$ cat config.mk
export PLATFORM = sky130hd
export DESIGN_NAME = switch_crossbar
export DESIGN_NICKNAME = d
export VERILOG_FILES = /design/src/design/switch_pkg.sv /design/src/design/sched_pkg.sv /design/src/design/switch_crossbar.sv
export SDC_FILE = /design/constraint.sdc
export NUM_CORES = 1
export LEC_CHECK = 0
export BUFFER_PORTS_ARGS = -buffer_cell sky130_fd_sc_hd__buf_2
export CORE_MARGIN = 2
export CORE_UTILIZATION = 30
export DETAILED_ROUTE_END_ITERATION = 6
export SETUP_SLACK_MARGIN = 0.3
export SLEW_MARGIN = 20
export SYNTH_ARGS = -nofsm -noshare
export SYNTH_HDL_FRONTEND = slang
export SYNTH_SLANG_ARGS = --single-unit
export TNS_END_PERCENT = 100
$ cat constraint.sdc
create_clock -name clk -period 3.09 [get_ports clk]
set_input_delay 0.618 -clock clk [delete_from_list [all_inputs] [get_ports clk]]
set_output_delay 0.618 -clock clk [all_outputs]
set_load 0.005 [all_outputs]
$ cat src/design/switch_pkg.sv
/*
 * Switch package
 * Port count, payload width, FIFO sizing and the packet format
 * shared by the buffers, the crossbar and the top level
 */
package switch_pkg;

  // Number of inputs, and also of outputs
  localparam int NUM_PORTS = 4;

  // Width of a port index
  localparam int PORT_W = 2;

  // Payload width
  localparam int DATA_W = 16;

  // Packets held per input FIFO
  localparam int FIFO_DEPTH = 8;

  // Fill count at which nearly_full rises
  localparam int NEARLY_FULL_LEVEL = 7;

  // Highest port index, where the round-robin pointers start
  localparam logic [PORT_W-1:0] LAST_PORT = PORT_W'(NUM_PORTS - 1);

  // Packet as it travels through the switch
  // valid is a one-cycle strobe on the wire
  typedef struct packed {
    logic              valid;
    logic [PORT_W-1:0] source;
    logic [PORT_W-1:0] dest;
    logic [DATA_W-1:0] data;
  } packet_t;

endpackage

$ cat src/design/sched_pkg.sv
/*
 * Scheduler package
 * Request, grant and configuration types, plus the grant routing
 * that goes from the scheduler to the crossbar
 */
package sched_pkg;

  // Configuration addresses
  localparam logic CFG_ADDR_ENABLE = 1'b0;
  localparam logic CFG_ADDR_STATUS = 1'b1;

  // Head packet of an input wants output port
  typedef struct packed {
    logic                          valid;
    logic [switch_pkg::PORT_W-1:0] port;
  } req_t;

  // Pop the head and send it now (one FIFO per adapter)
  typedef struct packed {
    logic valid;
  } grant_t;

  // Configuration access, wr is a one-cycle strobe
  typedef struct packed {
    logic                             wr;
    logic                             addr;
    logic [switch_pkg::NUM_PORTS-1:0] wdata;
  } cfg_t;

  // Grant routing, per output a valid bit and the winning input
  // Only the scheduler and the crossbar use this
  typedef struct packed {
    logic [switch_pkg::NUM_PORTS-1:0]                            valid;
    logic [switch_pkg::NUM_PORTS-1:0][switch_pkg::PORT_W-1:0]    source;
  } route_t;

endpackage

$ cat src/design/switch_crossbar.sv
/*
 * Output crossbar
 * Registers the grant routing alongside the buffer outputs and
 * steers each routed buffer onto its output port
 */
`timescale 1ns/1ps

module switch_crossbar (
  input  logic                                          clk,
  input  logic                                          rst,
  input  sched_pkg::route_t                             route,
  input  switch_pkg::packet_t [switch_pkg::NUM_PORTS-1:0] bufout,
  output switch_pkg::packet_t [switch_pkg::NUM_PORTS-1:0] out
);

  sched_pkg::route_t route_q;

  // Same edge at which the buffers register their heads
  always_ff @(posedge clk) begin
    route_q <= route;
    if (rst) begin
      route_q.valid <= '0;
    end
  end

  // Unrouted outputs stay idle
  always_comb begin
    for (int p = 0; p < switch_pkg::NUM_PORTS; p++) begin
      out[p] = '0;
      if (route_q.valid[p]) begin
        out[p] = bufout[route_q.source[p]];
      end
    end
  end

  for (genvar p = 0; p < switch_pkg::NUM_PORTS; p++) begin : g_chk
    a_routed_valid: assert property (
      @(posedge clk) disable iff (rst)
      route_q.valid[p] |-> bufout[route_q.source[p]].valid)
      else $error("switch_crossbar: output %0d routed to an idle buffer", p);
  end

endmodule

==> impl_results.md <==
- Post-synthesis instance area: a little under 0.003 mm^2
- Kind of end point of the critical path: output port
- Vias post-DR: 3355
- Register with the most flip-flops: route_q
- Ports: 182
- Number of storage elements in the synthesis netlist: 12
- Detailed-routing iteration count for the pre-antenna-repair pass: 4
- Highest cell delay on the worst timing path: 0.67 ns
- Post-layout minimum cycle time: 2.475 ns
- Largest vdd supply drop: slightly above 300 uV
- Worst Hold Slack: about 0.48 ns
- Setup TNS: 0 ns
- Overall overflow remaining after global route: 0
- Starting utilization of the core area: 0.3107
- Largest net degree at the start of global routing: 23
- CTS Root Cell: sky130_fd_sc_hd__clkbuf_8
- Nature of the critical path startpoint: flip-flop
- Setup Fix Bufs, Post-CTS: 0
- Total of cells resized after clock tree synthesis: 0
- Fraction of layout instances using a drive strength above 1: 0.4200
- Mean routed wirelength per cell: 17.98 um
- Iteration-0 DRC count of the detailed router: 111
- Global-route total usage across every layer: 0.1897
- Slew Limit Fails: 0
- Count of antenna-violating nets left after detailed routing: 0
- Critical-path top delay cell: sky130_fd_sc_hd__dfxtp_2
- Via count of the first global-routing pass: 3139
- Avg Vias per Cell: 5.610
- Ant diodes: 0
- Wire length of the first global-routing pass: 15.84 mm
- Hold crit path type: input port to flip-flop
- Final worst path period share: 0.8011
- Mean instance size in the synthesized netlist: 9.288 um^2
- H-tree depth: 1
- Max Fclk: a little over 0.4 GHz
- Core region area: between 0.009 and 0.01 mm^2
- Worst-path maximum fanout: 17
- Relative max-transition margin: 0.2681
- Category of the most critical setup path: flip-flop to output port
- Number of buffers between clock root and the deepest sink: 2
- Data arrival time of the critical path: 1.86 ns
- Launch instance of the worst min-delay path: route[7]
- Data required time at the worst endpoint: 2.47 ns
- Clk sinks: 12
- Register clock-pin slew on the reported worst setup and hold paths: approximately 0.05 ns
- PwrDens: roughly 220 mW/mm^2
- Critical path cell sequence: buf_4 -> mux2i_1 -> o22ai_1 -> buf_2
- Max FFs per register: 12
- Unrepaired setup endpoints after global routing: false
- Top flop regs: route_q: 12 flops
- Result of the run: finished clean
- Number of rows in the core area: 35
- Nets in the synthesized netlist: 410
- Synth-to-Final Area Change: 28.11%
- CTS tree: built
- Number of fill cells in the layout: 996
- Count of hold buffers inserted by post-cts repair: 0
- Hold Vio Cnt, Final: 0
- Die width: 102.3 um
- Layout Cells excl Fill: roughly 600
- Total DRC errors in the routed layout: 0
- Port buffer count: 181
- DIE AREA: 0.01046 mm^2
- HPWL after detailed placement: approximately 7.9 mm
- Die height: 102.3 um
- Total clock buffers created by CTS: 3
- Placed cell count: 594
- Max-cap check violation count: 0
- Cells after synthesis: 312
- Count of final setup violators: 0
- Layout Utilization: 0.3980
- Launch point of the critical path: route_q[3]
- Detailed Route WL: 10.75 mm
- Yosys cell types: 10
- Layout Nets: 568
- Synthesis warning total: 0
- Leakage dissipation: 2.121 nW
- Worst-Margin Slew: 1.098 ns
- Total Power: 0.8109 mW
- Routability cong.: 0.8881
- Seq/Total Area, Yosys: 0.08290
- Initial antenna violation count: 2
[cell usage after synthesis]
cell | instances | share of area
sky130_fd_sc_hd__nand2_1 | 4 | 0.0052
sky130_fd_sc_hd__nand2b_1 | 4 | 0.0086
sky130_fd_sc_hd__nor2b_1 | 4 | 0.0086
sky130_fd_sc_hd__dfxtp_1 | 12 | 0.083
sky130_fd_sc_hd__buf_12 | 8 | 0.055
sky130_fd_sc_hd__mux2i_1 | 168 | 0.58
sky130_fd_sc_hd__o22ai_1 | 84 | 0.18
sky130_fd_sc_hd__buf_6 | 4 | 0.016
sky130_fd_sc_hd__buf_8 | 8 | 0.041
sky130_fd_sc_hd__clkbuf_1 | 16 | 0.021
[kinds of logic (layout without fill, tap and decap cells)]
family                 Yosys count  count (layout)  synth area share
muxes                          168             168            0.5803
AOI/OAI and AO/OA               84              84            0.1813
buffers and inverters           36             193            0.1330
DFF                             12              12           0.08290
and+or+nand+nor                 12              12           0.02245
[path summary, 6_finish.rpt]
kind	endpoint	depth (start not counted)
worst max-delay path	out[38]	4
worst min-delay path	route_q[7]	1
[where the power goes]
group / leakage (nW) / switching (mW) / internal, mW / total (mW)
Sequential: 0.101 / 0.0151 / 0.164 / 0.179
Clock: 0.0288 / 0.0542 / 0.112 / 0.166
Combinational: 1.99 / 0.241 / 0.224 / 0.465
Total: 2.12 / 0.310 / 0.501 / 0.811
[cell usage in the layout, fill, tap and decap left out]
cell type,n
sky130_fd_sc_hd__buf_2,181
sky130_fd_sc_hd__mux2i_1,168
sky130_fd_sc_hd__o22ai_1,84
sky130_fd_sc_hd__dfxtp_1,8
sky130_fd_sc_hd__buf_4,7
sky130_fd_sc_hd__nand2b_1,4
sky130_fd_sc_hd__nand2_1,4
sky130_fd_sc_hd__nor2b_1,4
sky130_fd_sc_hd__clkbuf_8,4
sky130_fd_sc_hd__dfxtp_2,4
sky130_fd_sc_hd__buf_12,1
[layout make-up]
type | count | area, um^2 | area share
multi-input combinational | 264 | 2272 | 0.6121
timing repair buffer | 189 | 978.4 | 0.2636
sequential | 12 | 245.2 | 0.06606
tap | 129 | 161.4 | 0.04348
clock buffer | 4 | 55.05 | 0.01483
[critical path: cells and delay by family, from the launching register on]
kind	cells	cell delay (ns)
flops	1	0.67
buf+inv	2	0.58
mux	1	0.26
compound gates	1	0.09
[through the flow]
stage	area, um^2	setup WS (ns)
2_1_floorplan	2898	1.604
3_3_place_gp	3657	0.8869
3_5_place_dp	3657	0.8803
4_1_cts	3712	0.6141
5_1_grt	3712	0.4723
6_report	3712	0.6147
[per-layer routing]
| layer | vias to the layer above | GRT usage | routed length [um] |
|---|---|---|---|
| li1 | 1563 | - | - |
| met1 | 1589 | 0.2349 | 4587 |
| met2 | 184 | 0.3320 | 5072 |
| met3 | 17 | 0.04378 | 943 |
| met4 | 2 | 0.04718 | 134 |
| met5 | - | 0 | 13 |
No activity file was read; power rests on OpenSTA's default activity.
