<file path="config.mk">
export PLATFORM = sky130hd
export DESIGN_NAME = sched_config
export DESIGN_NICKNAME = d
export VERILOG_FILES = /design/src/design/switch_pkg.sv /design/src/design/sched_pkg.sv /design/src/design/sched_config.sv
export SDC_FILE = /design/constraint.sdc
export NUM_CORES = 1
export LEC_CHECK = 0
export ABC_AREA = 1
export BUFFER_PORTS_ARGS = -buffer_cell sky130_fd_sc_hd__buf_2
export CAP_MARGIN = 10
export CORE_AREA = 2 2 39 41
export CTS_BUF_LIST = sky130_fd_sc_hd__clkbuf_16
export DETAILED_ROUTE_END_ITERATION = 6
export DIE_AREA = 0 0 41 43
export MAX_ROUTING_LAYER = met4
export PLACE_DENSITY_LB_ADDON = 0.05
export SYNTH_ARGS = -nofsm -noshare
export SYNTH_HDL_FRONTEND = slang
export SYNTH_SLANG_ARGS = --single-unit
</file>
<file path="constraint.sdc">
create_clock -name clk -period 0.8 [get_ports clk]
set_input_delay 0.12 -clock clk [delete_from_list [all_inputs] [get_ports clk]]
set_output_delay 0.12 -clock clk [all_outputs]
set_load 0.01 [all_outputs]
</file>
<file path="src/design/switch_pkg.sv">
/*
 * Switch package
 * Port count, payload width, FIFO sizing and the packet format
 * shared by the buffers, the crossbar and the top level
 */
package switch_pkg;

  // Number of inputs, and also of outputs
  localparam int NUM_PORTS = 4;

  // Width of a port index
  localparam int PORT_W = 2;

  // Payload width
  localparam int DATA_W = 16;

  // Packets held per input FIFO
  localparam int FIFO_DEPTH = 8;

  // Fill count at which nearly_full rises
  localparam int NEARLY_FULL_LEVEL = 7;

  // Highest port index, where the round-robin pointers start
  localparam logic [PORT_W-1:0] LAST_PORT = PORT_W'(NUM_PORTS - 1);

  // Packet as it travels through the switch
  // valid is a one-cycle strobe on the wire
  typedef struct packed {
    logic              valid;
    logic [PORT_W-1:0] source;
    logic [PORT_W-1:0] dest;
    logic [DATA_W-1:0] data;
  } packet_t;

endpackage

</file>
<file path="src/design/sched_pkg.sv">
/*
 * Scheduler package
 * Request, grant and configuration types, plus the grant routing
 * that goes from the scheduler to the crossbar
 */
package sched_pkg;

  // Configuration addresses
  localparam logic CFG_ADDR_ENABLE = 1'b0;
  localparam logic CFG_ADDR_STATUS = 1'b1;

  // Head packet of an input wants output port
  typedef struct packed {
    logic                          valid;
    logic [switch_pkg::PORT_W-1:0] port;
  } req_t;

  // Pop the head and send it now (one FIFO per adapter)
  typedef struct packed {
    logic valid;
  } grant_t;

  // Configuration access, wr is a one-cycle strobe
  typedef struct packed {
    logic                             wr;
    logic                             addr;
    logic [switch_pkg::NUM_PORTS-1:0] wdata;
  } cfg_t;

  // Grant routing, per output a valid bit and the winning input
  // Only the scheduler and the crossbar use this
  typedef struct packed {
    logic [switch_pkg::NUM_PORTS-1:0]                            valid;
    logic [switch_pkg::NUM_PORTS-1:0][switch_pkg::PORT_W-1:0]    source;
  } route_t;

endpackage

</file>
<file path="src/design/sched_config.sv">
/*
 * Scheduler configuration
 * Holds the per-input enable mask with write and readback,
 * and exposes the live request levels as a status word
 */
`timescale 1ns/1ps

module sched_config (
  input  logic                             clk,
  input  logic                             rst,
  input  sched_pkg::cfg_t                  cfg,
  input  logic [switch_pkg::NUM_PORTS-1:0] req_levels,
  output logic [switch_pkg::NUM_PORTS-1:0] enable_mask,
  output logic [switch_pkg::NUM_PORTS-1:0] cfg_rdata
);

  logic [switch_pkg::NUM_PORTS-1:0] enable_q;

  // All inputs enabled out of reset, status address is read only
  always_ff @(posedge clk) begin
    if (rst) begin
      enable_q <= '1;
    end else if (cfg.wr && (cfg.addr == sched_pkg::CFG_ADDR_ENABLE)) begin
      enable_q <= cfg.wdata;
    end
  end

  assign enable_mask = enable_q;

  // Readback follows addr in the same cycle
  always_comb begin
    case (cfg.addr)
      sched_pkg::CFG_ADDR_STATUS: cfg_rdata = req_levels;
      default:                    cfg_rdata = enable_q;
    endcase
  end

endmodule

</file>
==> implementation parameters <==
Parameter                              Value

STA
  Setup TNS    -0.4720 ns
  Setup ws final    -0.1078 ns
  Clock skew after layout    0 ns
  Final Setup Violations    5
  Relative max-transition margin    88.28%
  Final slew viol count    0
  Ratio of final minimum period to clock period    113.5%
  Unrepaired setup endpoints after global routing    true
  Minimum period implied by the final worst setup slack    a little over 0.9 ns
  FMAX    1102 MHz
  Number of hold violations in the final report    0
  Actual slew at the worst max-slew pin    0.1755 ns

Synth
  Top post-synthesis cells by area    sky130_fd_sc_hd__dfxtp_1, sky130_fd_sc_hd__nand2_1, sky130_fd_sc_hd__nand3_1, sky130_fd_sc_hd__nand2_4, sky130_fd_sc_hd__inv_1
  Post-synth ARST share    0%
  Post-Synthesis Mean Instance Area    6.417 sq um
  Area share of fa/ha/maj cells after synthesis    0%
  Count of different cell masters after synthesis    6
  Post-synthesis instance area    about 200 sq um
  Ranking of synthesized cells by instance count    sky130_fd_sc_hd__nand2_1, sky130_fd_sc_hd__nand3_1, sky130_fd_sc_hd__dfxtp_1
  Number of enable-type register cells in the synthesized netlist    0
  Gate count after technology mapping    31
  Syn. warnings    0
  Post-Synth XOR/XNOR Area    0%
  Area share of and/or/nand/nor cells after synthesis    55.97%
  Proportion of synthesized area in mux cells    0%
  Fraction of the yosys area taken by sequential cells    between 40% and 50%
  Number of nets produced by synthesis    43
  Synthesized-area fraction occupied by ao, oa, aoi and oai cells    0%
  Largest family of logic cells by synthesized area    simple AND/OR/NAND/NOR gates
  Cell type contributing the most total cell area after synthesis    sky130_fd_sc_hd__dfxtp_1
  Cell with the most instances after synthesis    sky130_fd_sc_hd__nand2_1
  Fraction of post-synthesis cell area in the top cell type by area    40.25%
  Most common flop cell mapped by yosys    sky130_fd_sc_hd__dfxtp_1
  Synthesized flop and latch total    4

Detailed routing
  First-iteration detailed-routing DRC count    7
  Via-per-instance ratio    3.789
  Antenna violation net count after detailed routing    0
  Wirelength per Cell    around 8.7 um
  Detailed-route DRC error count    0
  Via count    around 270
  Total length of routed wires    616 um
  Detailed-router iteration count before antenna repair    3

Global route
  GRT Overall Usage    ~8.3%
  Pin count of the biggest net entering global routing    10
  Via count of the first global-routing pass    245
  Wire length of the first global-routing pass    952 um
  Total global routing overflow    0
  Number of antenna violations at the first check in global routing    0

Job
  Number of max-capacitance violations reported    0

Placed design
  Final HPWL DP    roughly 510 um
  Post-Place Cell Area    roughly 310 sq um
  Quantity of I/O buffers inserted on ports    19
  Pre-CTS WS    0.01703 ns
  Final GP Congestion    0.6446

Setup path
  Worst-case register-to-register setup slack    0.14 ns
  Worst endpoint data arrival time    between 0.7 and 0.8 ns
  Required time of the critical path    between 0.6 and 0.7 ns
  Category of the most critical setup path    register to output port
  Kind of launch point of the worst setup path    register
  Cell breakdown of the critical path    nand2_2 -> nand2_1 -> buf_2
  Slowest stage cell, crit path    sky130_fd_sc_hd__dfxtp_2
  Crit-path max cell delay    0.34 ns
  Element type at the critical path end    output port
  Largest fanout on the critical path    3

Cells and area
  Proportion of layout cells with a drive suffix above 1    between 50% and 60%
  Count of fill cells added during filler insertion    164
  Final core occ    between 30 and 40%
  Number of diodes    0
  Number of flip-flops in the largest register    4
  Area overhead of the layout relative to synthesis    116.4%
  Final nets    69
  Post-route standard cell area excluding fillers    430.4 sq um

Floorplanning
  Vert. Die Dim    43 um
  Horiz. Die Dim    just over 40 um
  Std-Cell Core Area    roughly 0.0014 sq mm
  Die area    0.001763 sq mm
  Initial Utilization    roughly 14%
  FP Rows    14
  I/O pin cnt    20

Run status
  Status    complete, but fails checks
  Failing checks    negative setup slack

Clock network
  Cell at the root of the clock tree    sky130_fd_sc_hd__clkbuf_16
  Skew-Pair Late Insertion Delay    0.22 ns
  Number of sinks handled by clock tree synthesis    4
  Clock-pin transition on the worst setup and hold timing paths    0.03 ns
  H-tree Lvls    1
  Clock tree from TritonCTS    built
  Number of clock buffers inserted by TritonCTS    3
  Number of buffers on the longest clock path    2

Power
  Maximum resistive drop on vdd    0.9651 mV
  Leakage power    0.2388 nW
  Cell area power density    2673 mW/mm^2

Min path
  Worst min path class    primary input to register
## metal layers
layer	part of all wire [%]	track usage [%]	vias up
met5	0	-	-
met4	0	6.000	0
met3	12	3.141	0
met2	39	10.63	16
met1	48	10.29	106
li1	-	-	147
## cell type report
type | count | area, sq um | share of cell area [%]
timing repair buffer | 21 | 128.9 | 29.94
multi-input combinational | 25 | 113.9 | 26.45
sequential | 4 | 85.08 | 19.77
clock buffer | 3 | 75.07 | 17.44
tap | 16 | 20.02 | 4.651
inverter | 2 | 7.507 | 1.744
## cells in the final DEF, fill, tap and decap left out
| cell | Yosys | routed |
|---|---|---|
| sky130_fd_sc_hd__nand3_1 | 8 | 8 |
| sky130_fd_sc_hd__buf_2 | 0 | 16 |
| sky130_fd_sc_hd__clkbuf_16 | 0 | 3 |
| sky130_fd_sc_hd__nand2_1 | 16 | 15 |
| sky130_fd_sc_hd__inv_2 | 1 | 1 |
| sky130_fd_sc_hd__dfxtp_2 | 0 | 4 |
| sky130_fd_sc_hd__nand2_2 | 0 | 1 |
| sky130_fd_sc_hd__buf_6 | 0 | 3 |
| sky130_fd_sc_hd__inv_1 | 1 | 1 |
| sky130_fd_sc_hd__buf_4 | 0 | 2 |
| sky130_fd_sc_hd__nand2_4 | 1 | 1 |
## per-stage QoR
step / instances / hold slack (ns) / power [mW]
3_3_place_gp: 66 / 0.3730 / 0.3591
2_1_floorplan: 31 / 0.2642 / 0.2884
3_5_place_dp: 66 / 0.3701 / 0.3599
4_1_cts: 70 / 0.1429 / 1.142
6_report: 71 / 0.1417 / 1.150
5_1_grt: 71 / 0.1642 / 1.198
## power by group
part	total (mW)	switching, mW	internal (mW)	leakage (nW)
Clock	0.768	0.130	0.638	0.0370
Combinational	0.154	0.0744	0.0799	0.170
Sequential	0.228	0.0108	0.218	0.0318
## worst max-delay path, delay by kind of cell (launching register included)
family	cells	cell delay (ns)
DFF	1	0.34
buffers and inverters	1	0.12
and+or+nand+nor	2	0.10
## kinds of logic (layout without fill, tap and decap cells)
logic type,after synthesis,count (layout)
flops,4,4
buf+inv,2,26
simple gates,25,25
## timing repair
| action | 4_1_cts | 5_1_grt |
|---|---|---|
| resized for setup | 4 | 4 |
| hold endpoints to repair | 0 | 0 |
| endpoints found under the setup margin | 8 | 7 |
| hold buffers | 0 | 0 |
| setup buffers | 1 | 1 |
## path summary, 6_finish.rpt
| check | startpoint | to | cells past startpoint |
|---|---|---|---|
| min | cfg[0] | enable_mask[0] | 3 |
| max reg2reg | enable_mask[2] | enable_mask[2] | 3 |
| max | enable_mask[0] | cfg_rdata[0] | 3 |
| min reg2reg | enable_mask[3] | enable_mask[3] | 2 |
No activity file was read; power rests on OpenSTA's default activity.
