File: config.mk
export PLATFORM = sky130hd
export DESIGN_NAME = oeo_buffer
export DESIGN_NICKNAME = d
export VERILOG_FILES = /design/src/design/switch_pkg.sv /design/src/design/sched_pkg.sv /design/src/design/pkt_fifo.sv /design/src/design/oeo_buffer.sv
export SDC_FILE = /design/constraint.sdc
export NUM_CORES = 1
export LEC_CHECK = 0
export ABC_AREA = 1
export BUFFER_PORTS_ARGS = -buffer_cell sky130_fd_sc_hd__clkbuf_2
export CAP_MARGIN = 20
export CORE_ASPECT_RATIO = 1.1
export CORE_UTILIZATION = 55
export CTS_CLUSTER_DIAMETER = 60
export DETAILED_ROUTE_END_ITERATION = 16
export GPL_TIMING_DRIVEN = 0
export PLACE_DENSITY = 0.8
export SLEW_MARGIN = 20
export SYNTH_ARGS = -nofsm -noshare
export SYNTH_HDL_FRONTEND = slang
export SYNTH_HIERARCHICAL = 1
export SYNTH_SLANG_ARGS = --single-unit
File: constraint.sdc
create_clock -name clk -period 2.86 [get_ports clk]
set_input_delay 0.429 -clock clk [delete_from_list [all_inputs] [get_ports clk]]
set_output_delay 0.429 -clock clk [all_outputs]
set_load 0.01 [all_outputs]
File: src/design/switch_pkg.sv
/*
 * Switch package
 * Port count, payload width, FIFO sizing and the packet format
 * shared by the buffers, the crossbar and the top level
 */
package switch_pkg;

  // Number of inputs, and also of outputs
  localparam int NUM_PORTS = 4;

  // Width of a port index
  localparam int PORT_W = 2;

  // Payload width
  localparam int DATA_W = 16;

  // Packets held per input FIFO
  localparam int FIFO_DEPTH = 8;

  // Fill count at which nearly_full rises
  localparam int NEARLY_FULL_LEVEL = 7;

  // Highest port index, where the round-robin pointers start
  localparam logic [PORT_W-1:0] LAST_PORT = PORT_W'(NUM_PORTS - 1);

  // Packet as it travels through the switch
  // valid is a one-cycle strobe on the wire
  typedef struct packed {
    logic              valid;
    logic [PORT_W-1:0] source;
    logic [PORT_W-1:0] dest;
    logic [DATA_W-1:0] data;
  } packet_t;

endpackage

File: src/design/sched_pkg.sv
/*
 * Scheduler package
 * Request, grant and configuration types, plus the grant routing
 * that goes from the scheduler to the crossbar
 */
package sched_pkg;

  // Configuration addresses
  localparam logic CFG_ADDR_ENABLE = 1'b0;
  localparam logic CFG_ADDR_STATUS = 1'b1;

  // Head packet of an input wants output port
  typedef struct packed {
    logic                          valid;
    logic [switch_pkg::PORT_W-1:0] port;
  } req_t;

  // Pop the head and send it now (one FIFO per adapter)
  typedef struct packed {
    logic valid;
  } grant_t;

  // Configuration access, wr is a one-cycle strobe
  typedef struct packed {
    logic                             wr;
    logic                             addr;
    logic [switch_pkg::NUM_PORTS-1:0] wdata;
  } cfg_t;

  // Grant routing, per output a valid bit and the winning input
  // Only the scheduler and the crossbar use this
  typedef struct packed {
    logic [switch_pkg::NUM_PORTS-1:0]                            valid;
    logic [switch_pkg::NUM_PORTS-1:0][switch_pkg::PORT_W-1:0]    source;
  } route_t;

endpackage

File: src/design/pkt_fifo.sv
/*
 * Packet FIFO, first-word fall-through
 * Head packet shows on dout while the FIFO is not empty
 * Flags full, nearly_full and empty come from a fill count
 */
`timescale 1ns/1ps

module pkt_fifo #(
  parameter int depth = switch_pkg::FIFO_DEPTH
) (
  input  logic                clk,
  input  logic                rst,
  input  switch_pkg::packet_t din,
  input  logic                wr_en,
  input  logic                rd_en,
  output switch_pkg::packet_t dout,
  output logic                full,
  output logic                nearly_full,
  output logic                empty
);

  localparam int PTR_W = (depth > 1) ? $clog2(depth) : 1;
  localparam int CNT_W = $clog2(depth + 1);

  switch_pkg::packet_t mem [depth];
  logic [PTR_W-1:0]    wr_ptr;
  logic [PTR_W-1:0]    rd_ptr;
  logic [CNT_W-1:0]    count;
  logic                wr_ok;
  logic                rd_ok;

  // Wrap at depth, which need not be a power of two
  function automatic logic [PTR_W-1:0] ptr_inc(input logic [PTR_W-1:0] p);
    return (p == PTR_W'(depth - 1)) ? '0 : p + 1'b1;
  endfunction

  // Writes while full and reads while empty are dropped
  assign wr_ok = wr_en && !full;
  assign rd_ok = rd_en && !empty;

  always_ff @(posedge clk) begin
    if (wr_ok) begin
      mem[wr_ptr] <= din;
    end
  end

  always_ff @(posedge clk) begin
    if (rst) begin
      wr_ptr <= '0;
      rd_ptr <= '0;
      count  <= '0;
    end else begin
      if (wr_ok) begin
        wr_ptr <= ptr_inc(wr_ptr);
      end
      if (rd_ok) begin
        rd_ptr <= ptr_inc(rd_ptr);
      end
      case ({wr_ok, rd_ok})
        2'b10:   count <= count + 1'b1;
        2'b01:   count <= count - 1'b1;
        default: count <= count;
      endcase
    end
  end

  assign dout        = mem[rd_ptr];
  assign empty       = (count == '0);
  assign full        = (count == CNT_W'(depth));
  assign nearly_full = (count >= CNT_W'(switch_pkg::NEARLY_FULL_LEVEL));

  a_no_read_empty: assert property (@(posedge clk) disable iff (rst) rd_en |-> !empty)
    else $error("pkt_fifo: read while empty");

  // Upstream must hold off while full, a write here is lost
  a_no_write_full: assert property (@(posedge clk) disable iff (rst) wr_en |-> !full)
    else $error("pkt_fifo: write while full, packet dropped");

endmodule

File: src/design/oeo_buffer.sv
/*
 * OEO input buffer
 * Queues incoming packets, requests the output named by the head
 * packet and sends the head one cycle after its grant
 */
`timescale 1ns/1ps

module oeo_buffer (
  input  logic                clk,
  input  logic                rst,
  input  switch_pkg::packet_t din,
  input  sched_pkg::grant_t   grant,
  output switch_pkg::packet_t dout,
  output sched_pkg::req_t     req,
  output logic                full,
  output logic                nearly_full
);

  switch_pkg::packet_t head;
  logic                empty;

  pkt_fifo #(
    .depth(switch_pkg::FIFO_DEPTH)
  ) u_fifo (
    .clk         (clk),
    .rst         (rst),
    .din         (din),
    .wr_en       (din.valid),
    .rd_en       (grant.valid),
    .dout        (head),
    .full        (full),
    .nearly_full (nearly_full),
    .empty       (empty)
  );

  // Head is captured in the grant cycle, FIFO pops at the same edge
  always_ff @(posedge clk) begin
    if (grant.valid) begin
      dout <= head;
    end
    if (rst) begin
      dout.valid <= 1'b0;
    end else begin
      dout.valid <= grant.valid;
    end
  end

  // Request is a level, dropped for the grant cycle so that one
  // request cannot win twice
  always_comb begin
    req.valid = !empty && !grant.valid;
    req.port  = head.dest;
  end

  a_grant_after_req: assert property (
    @(posedge clk) disable iff (rst) grant.valid |-> $past(req.valid))
    else $error("oeo_buffer: grant without a request in the previous cycle");

endmodule

==> impl_results.md <==
- F_max: roughly 0.42 GHz
- DP Wirelength: 9500 um
- Placed Cells incl. Taps: roughly 810
- CP Class: flop to output port
- Core Area: 0.0133 mm^2
- Area Overhead vs Synth: 15.3%
- # DRC: 0
- Initial antenna violation count: 0
- CTS resizes: 0
- Starting Density: 0.570
- PortBufs: 49
- # H-tree levels: 4
- Setup Skew: between 0.007 and 0.008 ns
- # fillers: between 900 and 1000
- Die Area: around 0.014 mm^2
- CTS Buf Count: 17
- Tmin final: 2.37 ns
- Least-Margin Pin Slew: about 0.81 ns
- Antenna-violating nets left: 0
- CP most frequent cell: nand2_1
- CTS sink cnt: ~190
- Row count: between 40 and 50
- Period utilisation layout: 0.830
- Minimum hold slack: roughly 0.17 ns
- Layout cells sized above 1: 0.168
- # diodes: 0
- Vias per Instance: about 5.7
- CTS tree: built
- Post-Syn Area: around 0.0076 mm^2
- Gate Count Post-Synth: between 500 and 600
- Max IR drop VDD: 0.528 mV
- Outcome: completed
- CP Launch Type: flop
- Routability Congestion: roughly 0.78
- Power Dens Cells: roughly 900 mW/mm^2
- RSZ-0062 raised after global routing: false
- Final nets: approximately 670
- # setup viols final: 0
- Die Width: between 100 and 150 um
- Worst reg2reg path startpoint: u_fifo/count[1]
- Clock Latency Late Sink: 0.43 ns
- Mapped Nets: approximately 600
- CTS Hold Bufs: 0
- WP data arrival: 1.95 ns
- Max-Cap Viols: 0
- Average wire per standard cell: 19.2 um
- Final Slew Violations: 0
- Largest net degree at the start of global routing: 24
- Routed vias: ~4800
- Placement Setup Slack: roughly 0.15 ns
- HP Class: primary input to flop
- YS warnings: 6
- Setup tns final: 0 ns
- Worst slew margin: 0.458
- First-pass GRT wire length: 25000 um
- Routed WL: roughly 16000 um
- Final hold violation count: 0
- Syn Area/Cell: roughly 13 um^2
- Number of global-route vias before repair: 4808
- Initial DRC Count: a little under 500
- Critical Path Sink Type: output port
- Die Ht: 125 um
- Data required time of the critical path: 2.43 ns
- Leakage power: about 3.2 nW
- I/O Pins: 50
- Clock Root Buffer: clkbuf_16
- Setup Fix Bufs, Post-CTS: 0
- Clock transition at path regs: 0.06 ns
- Global Route Usage Sum: 0.241
- Max stage delay cell, worst path: dfxtp_1
- GRT Residual Overflow: 0
- Crit path cell chain: clkbuf_1, o21ai_0, o22ai_1, nand2_1, nand2_1, clkbuf_2
- Hold Path Origin: rst
- Final non-filler cell total: 837
- First drt pass iteration count: 6
- CTS Buffer Depth: 2
- Max FO, Critical Path: 9
- Final worst setup slack: approximately 0.49 ns
- Slowest Stage Delay on Critical Path: approximately 0.45 ns
[final timing paths]
| check | endpoint | slack [ns] | cells after the start |
|---|---|---|---|
| worst min-delay path | dout[20] | 0.17 | 2 |
| worst max-delay path | req[0] | 0.49 | 6 |
| worst min register to register | u_fifo/count[0] | 0.51 | 2 |
| worst max register to register | u_fifo/count[2] | 0.69 | 13 |
[layout make-up]
class / instances / area, um^2 / share of cell area
sequential: 194 / 5690 / 0.649
clock buffer: 21 / 440 / 0.0503
multi-input combinational: 329 / 1690 / 0.193
buffer: 29 / 208 / 0.0237
clock inverter: 11 / 185 / 0.0211
inverter: 20 / 75.1 / 0.00857
timing repair buffer: 49 / 245 / 0.0280
tap: 184 / 230 / 0.0263
[metal layers]
metal	GRT usage	wire, um	part of all wire
met5	0	0	0
met4	0.115	373	0.023
met2	0.390	8060	0.50
met1	0.305	6090	0.38
met3	0.0616	1540	0.096
[flip-flops by register name, summed over array words and instances (netlist names), named ones only]
| register | flops |
|---|---|
| u_fifo/count | 4 |
| dout | 21 |
| u_fifo/wr_ptr | 3 |
| u_fifo/mem | 160 |
| u_fifo/rd_ptr | 3 |
[worst max-delay path: cells and delay by family, from the launching register on]
family	cells	cell delay [ns]
buffers and inverters	2	0.56
DFF	1	0.45
AOI/OAI and AO/OA	2	0.37
and+or+nand+nor	2	0.14
[placed cells by master (no fill, tap or decap)]
cell        instances
edfxtp_1          180
nor2_1             89
nand2_1            80
clkbuf_2           50
o21ai_0            49
o21ai_1            34
mux2i_1            20
o22ai_1            20
inv_1              19
clkbuf_16          17
dfxtp_1            14
buf_2              14
clkbuf_1           11
nor2_4              8
a21oi_1             7
ha_1                7
nand3_1             6
bufinv_16           5
buf_12              4
clkinv_2            3
a211oi_1            3
buf_4               2
xnor2_1             2
nor2_2              1
clkinv_1            1
clkinvlp_4          1
clkinv_4            1
inv_2               1
buf_6               1
nand2_2             1
o31ai_1             1
nor3b_2             1
[power by group]
part	switching, mW	leakage [nW]	internal [mW]
combinational	1.22	1.09	0.634
clock	0.951	0.302	1.54
sequential	0.108	1.76	3.45
total	2.28	3.16	5.63
[metrics by stage]
stage | utilization | instance area, um^2 | total power, mW
global route | 0.657 | 8760 | 8.24
global placement | 0.606 | 8070 | 5.31
detailed placement | 0.611 | 8130 | 5.44
finish | 0.657 | 8760 | 7.90
floorplan | - | 7600 | 4.81
CTS | 0.657 | 8760 | 7.92
Power figures use the tool's default switching activity.
